### src/cachePkg.sv
package cachePkg;

    // geometry
    localparam int DataWidth     = 32;
    localparam int TagWidth      = 25;
    localparam int SetWidth      = 3;
    localparam int NumSets       = 1 << SetWidth;
    localparam int WordWidth     = 2;
    localparam int WordsPerBlock = 1 << WordWidth;
    localparam int ByteWidth     = 2;
    localparam int NumWays       = 2;

    // bus address split into cache fields
    typedef struct packed {
        logic [TagWidth-1:0]  tag;
        logic [SetWidth-1:0]  set;
        logic [WordWidth-1:0] word;
        logic [ByteWidth-1:0] byteOfs;
    } cacheAddrT;

    typedef union packed {
        logic [DataWidth-1:0] raw;
        cacheAddrT            fields;
    } cacheAddrU;

    // one captured processor request
    typedef struct packed {
        cacheAddrU            addr;
        logic [DataWidth-1:0] wdata;
        logic                 we;
    } cacheReqT;

    typedef struct packed {
        cacheReqT             req;
        logic                 hit;
        logic                 hitWay;
        logic                 victimWay;
        logic [DataWidth-1:0] rdata;
    } lookupResT;

    // one way of a set, as read from the arrays
    typedef struct packed {
        logic                                    valid;
        logic [TagWidth-1:0]                     tag;
        logic [WordsPerBlock-1:0][DataWidth-1:0] data;
    } cacheWayT;

    // used selects the LRU way of the set
    typedef struct packed {
        cacheWayT [NumWays-1:0] way;
        logic                   used;
    } cacheSetT;

    // wishbone classic, master to slave
    typedef struct packed {
        logic                 cyc;
        logic                 stb;
        logic                 we;
        logic [DataWidth-1:0] adr;
        logic [DataWidth-1:0] dat;
    } wbReqT;

    // wishbone classic, slave to master
    typedef struct packed {
        logic                 ack;
        logic [DataWidth-1:0] dat;
    } wbRspT;

endpackage

### src/cacheArrays.sv
`timescale 1ns/10ps

module cacheArrays import cachePkg::*; (
    input  logic                 clk,
    input  logic                 arstN,

    // read port, one cycle latency
    input  logic [SetWidth-1:0]  rdSet,
    output cacheSetT             rdLine,

    // refill and write-hit port
    input  logic                 fillEn,
    input  logic                 fillLast,
    input  logic                 fillWay,
    input  logic [SetWidth-1:0]  fillSet,
    input  logic [WordWidth-1:0] fillWord,
    input  logic [TagWidth-1:0]  fillTag,
    input  logic [DataWidth-1:0] fillData,
    input  logic                 wrHitEn,

    // replacement state
    input  logic                 lruEn,
    input  logic                 lruWay
);

    logic [TagWidth-1:0]  tagMem  [NumWays][NumSets];
    logic [DataWidth-1:0] dataMem [NumWays][NumSets][WordsPerBlock];

    logic [NumSets-1:0][NumWays-1:0] validBits;
    logic [NumSets-1:0]              usedBits;

    logic wordWrite;
    logic blockDone;

    assign wordWrite = fillEn || wrHitEn;
    assign blockDone = fillEn && fillLast;

    // payload storage
    always_ff @(posedge clk) begin
        if (wordWrite) begin
            dataMem[fillWay][fillSet][fillWord] <= fillData;
        end
        if (blockDone) begin
            tagMem[fillWay][fillSet] <= fillTag;
        end
    end

    // valid and LRU state
    always_ff @(posedge clk or negedge arstN) begin
        if (!arstN) begin
            validBits <= '0;
            usedBits  <= '0;
        end else begin
            // block turns valid only once all four words are in
            if (blockDone) begin
                validBits[fillSet][fillWay] <= 1'b1;
            end
            // point at the way that was not just touched
            if (lruEn) begin
                usedBits[fillSet] <= ~lruWay;
            end
        end
    end

    // synchronous read of the whole set
    always_ff @(posedge clk) begin
        for (int w = 0; w < NumWays; w++) begin
            rdLine.way[w].valid <= validBits[rdSet][w];
            rdLine.way[w].tag   <= tagMem[w][rdSet];
            for (int i = 0; i < WordsPerBlock; i++) begin
                rdLine.way[w].data[i] <= dataMem[w][rdSet][i];
            end
        end
        rdLine.used <= usedBits[rdSet];
    end

    // refill and write hit are exclusive phases of the second stage
    assert property (@(posedge clk) disable iff (!arstN) !(fillEn && wrHitEn))
        else $error("fill and write-hit update in the same cycle");

endmodule

### src/cacheLookup.sv
`timescale 1ns/10ps

module cacheLookup import cachePkg::*; (
    input  logic                 clk,
    input  logic                 arstN,

    // processor side, wishbone classic slave
    input  wbReqT                cpuReq,
    output wbRspT                cpuRsp,

    // array read
    output logic [SetWidth-1:0]  rdSet,
    input  cacheSetT             rdLine,

    // to and from the second stage
    output lookupResT            res,
    output logic                 resValid,
    input  logic                 resDone,
    input  logic [DataWidth-1:0] rspData
);

    cacheAddrU            inAddr;
    cacheReqT             reqQ;
    lookupResT            resNext;
    logic                 busy;
    logic                 accept;
    logic [NumWays-1:0]   hitVec;
    logic [DataWidth-1:0] hitData;

    assign inAddr.raw = cpuReq.adr;

    // only one request open at a time
    assign accept = !busy && cpuReq.cyc && cpuReq.stb;

    // arrays sample the set in the accept cycle
    assign rdSet = inAddr.fields.set;

    always_ff @(posedge clk or negedge arstN) begin
        if (!arstN) begin
            busy     <= 1'b0;
            resValid <= 1'b0;
        end else if (resDone) begin
            busy     <= 1'b0;
            resValid <= 1'b0;
        end else if (!busy) begin
            busy <= accept;
        end else begin
            resValid <= 1'b1;
        end
    end

    // tag compare against both ways
    always_comb begin
        for (int w = 0; w < NumWays; w++) begin
            hitVec[w] = rdLine.way[w].valid &&
                        (rdLine.way[w].tag == reqQ.addr.fields.tag);
        end
        hitData = rdLine.way[hitVec[1]].data[reqQ.addr.fields.word];
    end

    always_comb begin
        resNext.req       = reqQ;
        resNext.hit       = |hitVec;
        resNext.hitWay    = hitVec[1];
        resNext.victimWay = rdLine.used;
        resNext.rdata     = hitData;
    end

    always_ff @(posedge clk) begin
        if (accept) begin
            reqQ.addr.raw <= cpuReq.adr;
            reqQ.wdata    <= cpuReq.dat;
            reqQ.we       <= cpuReq.we;
        end
        // rdLine belongs to reqQ only in the cycle after accept
        if (busy && !resValid) begin
            res <= resNext;
        end
    end

    assign cpuRsp.ack = resDone;
    assign cpuRsp.dat = rspData;

    // refill never installs a tag already present in the set
    assert property (@(posedge clk) disable iff (!arstN)
        busy && !resValid |-> $onehot0(hitVec))
        else $error("tag hit in more than one way");

    assert property (@(posedge clk) disable iff (!arstN)
        cpuRsp.ack |-> cpuReq.cyc && cpuReq.stb)
        else $error("processor ack outside of an open cycle");

endmodule

### src/cacheRefill.sv
`timescale 1ns/10ps

module cacheRefill import cachePkg::*; (
    input  logic                 clk,
    input  logic                 arstN,

    // from the lookup stage
    input  lookupResT            res,
    input  logic                 resValid,
    output logic                 resDone,
    output logic [DataWidth-1:0] rspData,

    // memory side, wishbone classic master
    output wbReqT                memReq,
    input  wbRspT                memRsp,

    // array updates
    output logic                 fillEn,
    output logic                 fillLast,
    output logic                 fillWay,
    output logic [SetWidth-1:0]  fillSet,
    output logic [WordWidth-1:0] fillWord,
    output logic [TagWidth-1:0]  fillTag,
    output logic [DataWidth-1:0] fillData,
    output logic                 wrHitEn,
    output logic                 lruEn,
    output logic                 lruWay
);

    enum logic [1:0] {sIdle, sFill, sWrite, sResp} state, stateNext;

    logic [WordWidth-1:0] beat;
    logic [DataWidth-1:0] rspQ;
    cacheAddrU            blockAddr;
    logic                 inFill;

    assign inFill = (state == sFill);

    always_comb begin
        stateNext = state;
        resDone   = 1'b0;
        fillEn    = 1'b0;
        fillLast  = 1'b0;
        wrHitEn   = 1'b0;
        lruEn     = 1'b0;
        lruWay    = res.hitWay;
        case (state)
            sIdle: begin
                if (resValid) begin
                    if (res.req.we) begin
                        stateNext = sWrite;
                    end else if (res.hit) begin
                        // read hit is answered straight from the lookup result
                        resDone = 1'b1;
                        lruEn   = 1'b1;
                    end else begin
                        stateNext = sFill;
                    end
                end
            end
            sFill: begin
                if (memRsp.ack) begin
                    fillEn = 1'b1;
                    if (beat == '1) begin
                        fillLast  = 1'b1;
                        lruEn     = 1'b1;
                        lruWay    = res.victimWay;
                        stateNext = sResp;
                    end
                end
            end
            sWrite: begin
                if (memRsp.ack) begin
                    wrHitEn   = res.hit;
                    lruEn     = res.hit;
                    stateNext = sResp;
                end
            end
            default: begin
                resDone   = 1'b1;
                stateNext = sIdle;
            end
        endcase
    end

    always_ff @(posedge clk or negedge arstN) begin
        if (!arstN) begin
            state <= sIdle;
            beat  <= '0;
        end else begin
            state <= stateNext;
            // wraps back to zero after the last beat
            if (inFill && memRsp.ack) begin
                beat <= beat + 1'b1;
            end
        end
    end

    // keep the requested word as it passes by
    always_ff @(posedge clk) begin
        if (inFill && memRsp.ack && (beat == res.req.addr.fields.word)) begin
            rspQ <= memRsp.dat;
        end
    end

    assign rspData = (state == sResp) ? rspQ : res.rdata;

    // block base plus beat offset
    always_comb begin
        blockAddr                = res.req.addr;
        blockAddr.fields.word    = beat;
        blockAddr.fields.byteOfs = '0;
        memReq.cyc = inFill || (state == sWrite);
        memReq.stb = inFill || (state == sWrite);
        memReq.we  = (state == sWrite);
        memReq.adr = inFill ? blockAddr.raw : res.req.addr.raw;
        memReq.dat = res.req.wdata;
    end

    assign fillWay  = inFill ? res.victimWay : res.hitWay;
    assign fillSet  = res.req.addr.fields.set;
    assign fillWord = inFill ? beat : res.req.addr.fields.word;
    assign fillTag  = res.req.addr.fields.tag;
    assign fillData = inFill ? memRsp.dat : res.req.wdata;

    // held request until the slave acks
    assert property (@(posedge clk) disable iff (!arstN)
        memReq.stb && !memRsp.ack |=>
            memReq.cyc && memReq.stb && $stable(memReq.adr) && $stable(memReq.we))
        else $error("memory request dropped or changed before ack");

endmodule

### src/dataCache.sv
`timescale 1ns/10ps

module dataCache import cachePkg::*; (
    input  logic  clk,
    input  logic  arstN,

    input  wbReqT cpuReq,
    output wbRspT cpuRsp,

    output wbReqT memReq,
    input  wbRspT memRsp
);

    logic [SetWidth-1:0]  rdSet;
    cacheSetT             rdLine;
    lookupResT            res;
    logic                 resValid;
    logic                 resDone;
    logic [DataWidth-1:0] rspData;

    logic                 fillEn;
    logic                 fillLast;
    logic                 fillWay;
    logic [SetWidth-1:0]  fillSet;
    logic [WordWidth-1:0] fillWord;
    logic [TagWidth-1:0]  fillTag;
    logic [DataWidth-1:0] fillData;
    logic                 wrHitEn;
    logic                 lruEn;
    logic                 lruWay;

    cacheLookup lookup (
        .clk      (clk),
        .arstN    (arstN),
        .cpuReq   (cpuReq),
        .cpuRsp   (cpuRsp),
        .rdSet    (rdSet),
        .rdLine   (rdLine),
        .res      (res),
        .resValid (resValid),
        .resDone  (resDone),
        .rspData  (rspData)
    );

    cacheArrays arrays (
        .clk      (clk),
        .arstN    (arstN),
        .rdSet    (rdSet),
        .rdLine   (rdLine),
        .fillEn   (fillEn),
        .fillLast (fillLast),
        .fillWay  (fillWay),
        .fillSet  (fillSet),
        .fillWord (fillWord),
        .fillTag  (fillTag),
        .fillData (fillData),
        .wrHitEn  (wrHitEn),
        .lruEn    (lruEn),
        .lruWay   (lruWay)
    );

    cacheRefill refill (
        .clk      (clk),
        .arstN    (arstN),
        .res      (res),
        .resValid (resValid),
        .resDone  (resDone),
        .rspData  (rspData),
        .memReq   (memReq),
        .memRsp   (memRsp),
        .fillEn   (fillEn),
        .fillLast (fillLast),
        .fillWay  (fillWay),
        .fillSet  (fillSet),
        .fillWord (fillWord),
        .fillTag  (fillTag),
        .fillData (fillData),
        .wrHitEn  (wrHitEn),
        .lruEn    (lruEn),
        .lruWay   (lruWay)
    );

endmodule

### config.mk
export PLATFORM = sky130hd
export DESIGN_NAME = dataCache
export DESIGN_NICKNAME = d
export VERILOG_FILES = /design/src/cachePkg.sv /design/src/cacheArrays.sv /design/src/cacheLookup.sv /design/src/cacheRefill.sv /design/src/dataCache.sv
export SDC_FILE = /design/constraint.sdc
export NUM_CORES = 2
export LEC_CHECK = 0
export BUFFER_PORTS_ARGS = -buffer_cell sky130_fd_sc_hd__buf_2
export CAP_MARGIN = 40
export CORE_AREA = 2 2 527 529
export DETAILED_ROUTE_END_ITERATION = 10
export DIE_AREA = 0 0 529 531
export PLACE_DENSITY = 0.55
export SLEW_MARGIN = 40
export SYNTH_ARGS = -nofsm -noshare
export SYNTH_HDL_FRONTEND = slang
export SYNTH_SLANG_ARGS = --single-unit
### constraint.sdc
create_clock -name clk -period 6.35 [get_ports clk]
set_input_delay 0.3175 -clock clk [delete_from_list [all_inputs] [get_ports clk]]
set_output_delay 0.3175 -clock clk [all_outputs]
set_load 0.005 [all_outputs]
# Word level (Yosys, flattened, before mapping)
# Memory sizes are Yosys's and may differ from the RTL's.
# Cells that the tools add are included.
[totals]
register_bits = 536
latchBits = 0
ram_bits = 2448
romBits = 0
output_inout_bits = 100
word_cells = 158
n_memories = 2
[classes]
n_addsub = 1
multipliers = 0
div = 0
magnitude_cmp = 12
n_eq_ne = 12
shifts = 0
mux = 68
bitwise_logic = 5
reduce_logical = 21
[memory_table]
columns = ["name", "words", "width", "rd", "rd_clocked_by_memory_dff", "write_ports", "line_no", "text"]
rows = [
  ["arrays.dataMem", 2, 1024, 2, 0, 1, "cacheArrays.sv:27", "logic [DataWidth-1:0] dataMem [NumWays][NumSets][WordsPerBlock];"],
  ["arrays.tagMem", 2, 200, 2, 0, 1, "cacheArrays.sv:26", "logic [TagWidth-1:0] tagMem [NumWays][NumSets];"],
]
[ops]
columns = ["cell", "count"]
rows = [
  ["2-to-1 mux 1024 bit", 1],
  ["2-to-1 mux 128 bit", 7],
  ["binary-select mux 128 bit (select 3 bit)", 2],
  ["demux 128 bit (select 3 bit)", 1],
  ["2-to-1 mux 200 bit", 1],
  ["binary-select mux 25 bit (select 3 bit)", 2],
  ["2-to-1 mux 32 bit", 4],
  ["2-to-1 mux 25 bit", 5],
  ["demux 25 bit (select 3 bit)", 1],
  ["binary-select mux 32 bit (select 2 bit)", 1],
  ["demux 32 bit (select 2 bit)", 1],
  ["equality test 25 bit", 2],
  ["2-to-1 mux 1 bit", 23],
  ["2-to-1 mux 2 bit", 9],
  ["OR 16 bit", 1],
  ["logical AND 1 bit", 12],
  ["bitwise mux 8 bit", 1],
  [">= comparator 4 bit (second input constant)", 2],
  ["< comparator 3 x 4 -> 1 bit (second input constant)", 2],
  ["NOT 3 -> 4 bit", 2],
  ["binary-select mux 2 bit (select 3 bit)", 1],
  ["demux 2 bit (select 3 bit)", 1],
  ["equality test 2 bit (second input constant)", 3],
  ["inequality test 2 bit (second input constant)", 3],
  ["other kinds (27)", 31],
]

# Logic depth before layout (Yosys ltp)
[logic_depth]
word_depth = 10
mapped_depth = 9
ltp_nobuf = 7

# By module
# Synthesis repeated with hierarchy kept, for this count alone.
[hier_totals]
cells_unflattened = 4694
area_unflattened_um2 = 110215.7
[by_module_without_submodules]
columns = ["module", "n_inst", "cells_each", "area_each_um2", "seq_area_each_um2"]
rows = [
  ["cacheArrays", 1, 4042, 99351.5, 80297.0],
  ["cacheLookup", 1, 411, 8013.9, 5004.8],
  ["cacheRefill", 1, 241, 2850.2, 1061.0],
]

# Worst setup path after synthesis
# No wires, ideal clock.
[synth_timing]
path_kind = "register -> register"
from = "register lookup.resValid"
to = "register lookup.res[0] (netlist name)"
setup_ps = 572
arrival_time_ps = 4831
required_time_ps = 5778
slack_ps = 948
path_stages_with_launch = 2
cell_sequence = "dfrtp_1 > nor2b_1"
[synth_via]
elab_chain_cells = 2
[synth_lines]
columns = ["item", "line_no", "text"]
rows = [
  ["start, declared", "cacheLookup.sv:17", "output logic resValid,"],
  ["start signal, assigned", "cacheLookup.sv:41", "resValid <= 1'b0;"],
  ["start signal, assigned", "cacheLookup.sv:44", "resValid <= 1'b0;"],
  ["start signal, assigned", "cacheLookup.sv:48", "resValid <= 1'b1;"],
  ["logical NOT 1 bit", "cacheLookup.sv:76", "if (busy && !resValid) begin"],
  ["logical AND 1 bit", "cacheLookup.sv:76", ""],
]
# Every way passes these cells.
# A chain may end at the register's enable or synchronous reset.

# Worst setup path after layout
[layout_timing]
from = "register lookup.reqQ[61] in the netlist's numbering"
to = "register lookup.res[14] (netlist name)"
[layout_via]
elab_chain_cells = 6
[layout_lines]
columns = ["item", "line_no", "text"]
rows = [
  ["start, declared", "cacheLookup.sv:23", "cacheReqT reqQ;"],
  ["equality test 25 bit", "cacheLookup.sv:56", "(rdLine.way[w].tag == reqQ.addr.fields.tag);"],
  ["logical AND 1 bit", "cacheLookup.sv:55", "hitVec[w] = rdLine.way[w].valid &&"],
  ["2-to-1 mux 128 bit (implied by the code) (2 in series)", "cacheLookup.sv:58", "hitData = rdLine.way[hitVec[1]].data[reqQ.addr.fields.word];"],
  ["binary-select mux 32 bit (select 2 bit)", "cacheLookup.sv:58", ""],
  ["2-to-1 mux 32 bit (implied by the code)", "cacheLookup.sv:58", ""],
  ["via lookup.hitData[14]", "cacheLookup.sv:28", "logic [DataWidth-1:0] hitData;"],
]
# The timed path passes the listed nets, and every way through them passes these cells. The select of a mux whose other input is x is not followed.

==> run summary <==
====================================================================================
WS Path Type                                                              reg -> reg
Clock Sinks                                                                     2984
Commonest register cell after synthesis                                     edfxtp_1
Layout Cell Area excl Fill                                                128000 µm²
Clock transition at the registers of the reported paths                      0.06 ns
Count of port buffers added during placement                                     201
FF-to-FF setup slack                                                         2.49 ns
Post-synth net total                                                            4946
Layout overhead on the synthesized area                                        17.1%
Core area                                                                 275000 µm²
Proportion of synthesized flip-flops having asynchronous set or reset         0.0101
Full die area                                                             281000 µm²
Number of buffers created by CTS                                                 315
Final setup fails                                                                  0
Count of flip-flops with a built-in enable after synthesis                      2645
Io pins                                                                          202
Cell count of the worst hold path                                                  2
Unrepaired setup endpoints after global routing                                   no
Overall power                                                               48100 µW
Clock network latency to the later pin of the worst-skew pair                0.91 ns
Number of antenna violations at the first check in global routing                 49
CTS Root Buffer Type                                                       clkbuf_16
CP Max Fanout                                                                     72
Die height                                                                    531 µm
R2r startpoint                                                          lookup.reqQ[61]
Count of final max-slew check failures                                             0
Main area contributors after synthesis                                  edfxtp_1 72%, mux4_2 13%, dfxtp_1 5.6%, mux2_2 3.9%, a211oi_1 0.88%
Die Width                                                                     529 µm
Gr ovfl total                                                                      0
Leakage dissipation                                                        0.0410 µW
Post-synthesis sequential area ratio                                           0.787
Top-count cell post-synth                                                   edfxtp_1
Max Freq                                                                     259 MHz
Post-detail-place hpwl                                                        180 mm
Post-CTS Resized                                                                   0
Number of maximum-capacitance constraint violations                                0
Register-to-Register Path Depth                                                    8
Dpl cell area                                                             117000 µm²
RR Endpoint                                                             lookup.res[14]
Core utilization of the finished layout                                        0.467
DR WL/cell                                                                   31.9 µm
Filler Cell Count                                                              22600
Arrival time at the worst endpoint                                           4.47 ns
Required time at the worst-slack endpoint                                    6.96 ns
Result of the run                                                       finished clean
Yosys warns                                                                        0
Vias in the first global route                                                 51100
Starting Density                                                               0.399
# hold bufs at CTS                                                               100
Share of cells above drive strength 1                                          0.348
Transition time at the pin with the least slew margin                       0.929 ns
Fin crit share                                                                 0.607
Aggregate negative setup slack                                                  0 ns
Drt first pass iters                                                               7
Longest Clk Path Bufs                                                              4
Hold-critical path endpoint                                             lookup.reqQ[13]
Clock tree from TritonCTS                                                       done
Number of failing hold endpoints at the final stage                                0
Synthesized area per cell                                                   22.7 µm²
Post-Route WL                                                                 294 mm
Initial DRC Count                                                               5736
Synthesized netlist cell count                                                  4839
Worst slew slack as a fraction of its limit                                    0.380
Global Route Usage Sum                                                         0.207
Crit end category                                                          flip-flop
Fin crit period                                                              3.86 ns
Cell type with the highest aggregate area in the netlist                    edfxtp_1
Worst hold path type                                                       in -> reg
Kind of launch point of the worst setup path                               flip-flop
Distinct cells, synth                                                             38
Hold path start                                                           cpuReq[12]
Number of nets with antenna violations after detailed routing                      0
Power density over the cells                                              375 nW/µm²
Most common library cells after synthesis                               2645 x edfxtp_1, 618 x mux4_2, 377 x mux2_2, 309 x dfxtp_1, 131 x clkbuf_1
Register bit total from synthesis                                               2984
Buffers inserted during post-CTS setup optimization                                0
Number of standard-cell rows in the floorplan                                    193
Net count, final                                                                5436
GPL Wtd Cong                                                                   0.847
Max IR drop VDD                                                               261 µV
Level count of the clock H-tree                                                    5
Cell area after synthesis                                                 110000 µm²
Global-route wire length before repair                                        410 mm
Vias after detailed routing                                                    50800
Via density per instance                                                        5.52
DRC viols                                                                          0
Pin count of the biggest net entering global routing                             125
Max Clock Skew                                                             0.0677 ns
Top-area cell type share of the netlist area                                   0.724
====================================================================================
## cell families (layout without fill, tap and decap cells)
logic type,after synthesis,after routing,synth area share
DFF,2984,2984,0.787
muxes,1004,1004,0.166
buffers and inverters,316,1068,0.0143
AOI/OAI and AO/OA,270,270,0.0183
and+or+nand+nor,207,207,0.00918
xor gates and xnor gates,53,53,0.00423
adders and majority gates,5,5,0.000570
other,0,19,0
## sequential cells by signal (all words and copies together) (netlist names), 2 cells and up
register	cells
refill.state	2
refill.beat	2
arrays.rdLine	309
arrays.validBits	16
arrays.usedBits	8
lookup.res	100
refill.rspQ	32
arrays.tagMem	400
lookup.reqQ	65
arrays.dataMem	2048
## where the power goes
| group | internal, µW | total [µW] | switching (µW) |
|---|---|---|---|
| combinational | 1470 | 5510 | 4040 |
| sequential | 23900 | 24500 | 683 |
| clock | 10400 | 18100 | 7660 |
| total | 35800 | 48100 | 12400 |
## placed cells by master (no fill, tap or decap), types with 35 or more instances in the layout
cell	instances
edfxtp_1	2645
mux4_2	618
mux2_2	354
clkbuf_16	319
dfxtp_1	309
buf_2	197
a211oi_1	128
dlygate4sd3_1	101
clkbuf_1	91
buf_4	85
nor2_4	81
a21boi_1	74
clkinv_2	57
a21boi_0	55
xnor2_1	47
buf_8	40
clkbuf_8	35
## through the flow
stage | hold WS (ns) | worst slack (ns) | cells
CTS | 0.0364 | 2.44 | 9194
global route | 0.0917 | 2.34 | 9205
detailed placement | 0.400 | 2.43 | 8515
finish | 0.128 | 2.49 | 9217
floorplan | 0.0219 | 0.948 | 4839
global placement | 0.399 | 2.43 | 8444
## area by class of cell
| type | instances | area, µm² | area share |
|---|---|---|---|
| Multi-Input combinational cell | 1539 | 22800 | 0.177 |
| Inverter | 7 | 26.3 | 0.000204 |
| Tap cell | 3607 | 4510 | 0.0351 |
| Antenna cell | 19 | 47.5 | 0.000370 |
| Sequential cell | 2984 | 86400 | 0.672 |
| Clock buffer | 445 | 8810 | 0.0685 |
| Clock inverter | 134 | 1340 | 0.0104 |
| Timing Repair Buffer | 482 | 4590 | 0.0358 |
## worst max-delay path by stage
stage / startpoint / endpoint / slack [ns]
CTS: refill.state[1] / arrays.dataMem[0][561] / 2.44
detailed placement: refill.state[1] / arrays.dataMem[0][823] / 2.43
global route: refill.state[1] / arrays.dataMem[1][956] / 2.34
global placement: lookup.reqQ[50] / lookup.res[17] / 2.43
finish: lookup.reqQ[61] / lookup.res[14] / 2.49
floorplan: lookup.resValid / lookup.res[0] / 0.95
## critical path, stage by stage, from the launching register on
cell and delay [ns]:
edfxtp_1 0.43, xnor2_1 0.33, nand4_1 0.27, nor3_2 0.61, buf_4 0.63, buf_4 0.67, a21boi_1 0.17, a211oi_1 0.29
nor4_1 0.11
## layer usage
layer,track usage,vias to the layer above,part of all wire
li1,-,21000,-
met1,0.288,27700,0.42
met2,0.341,1724,0.49
met3,0.0340,365,0.064
met4,0.0536,2,0.026
met5,0,-,0.000044
(Power assumes the default switching activity.)
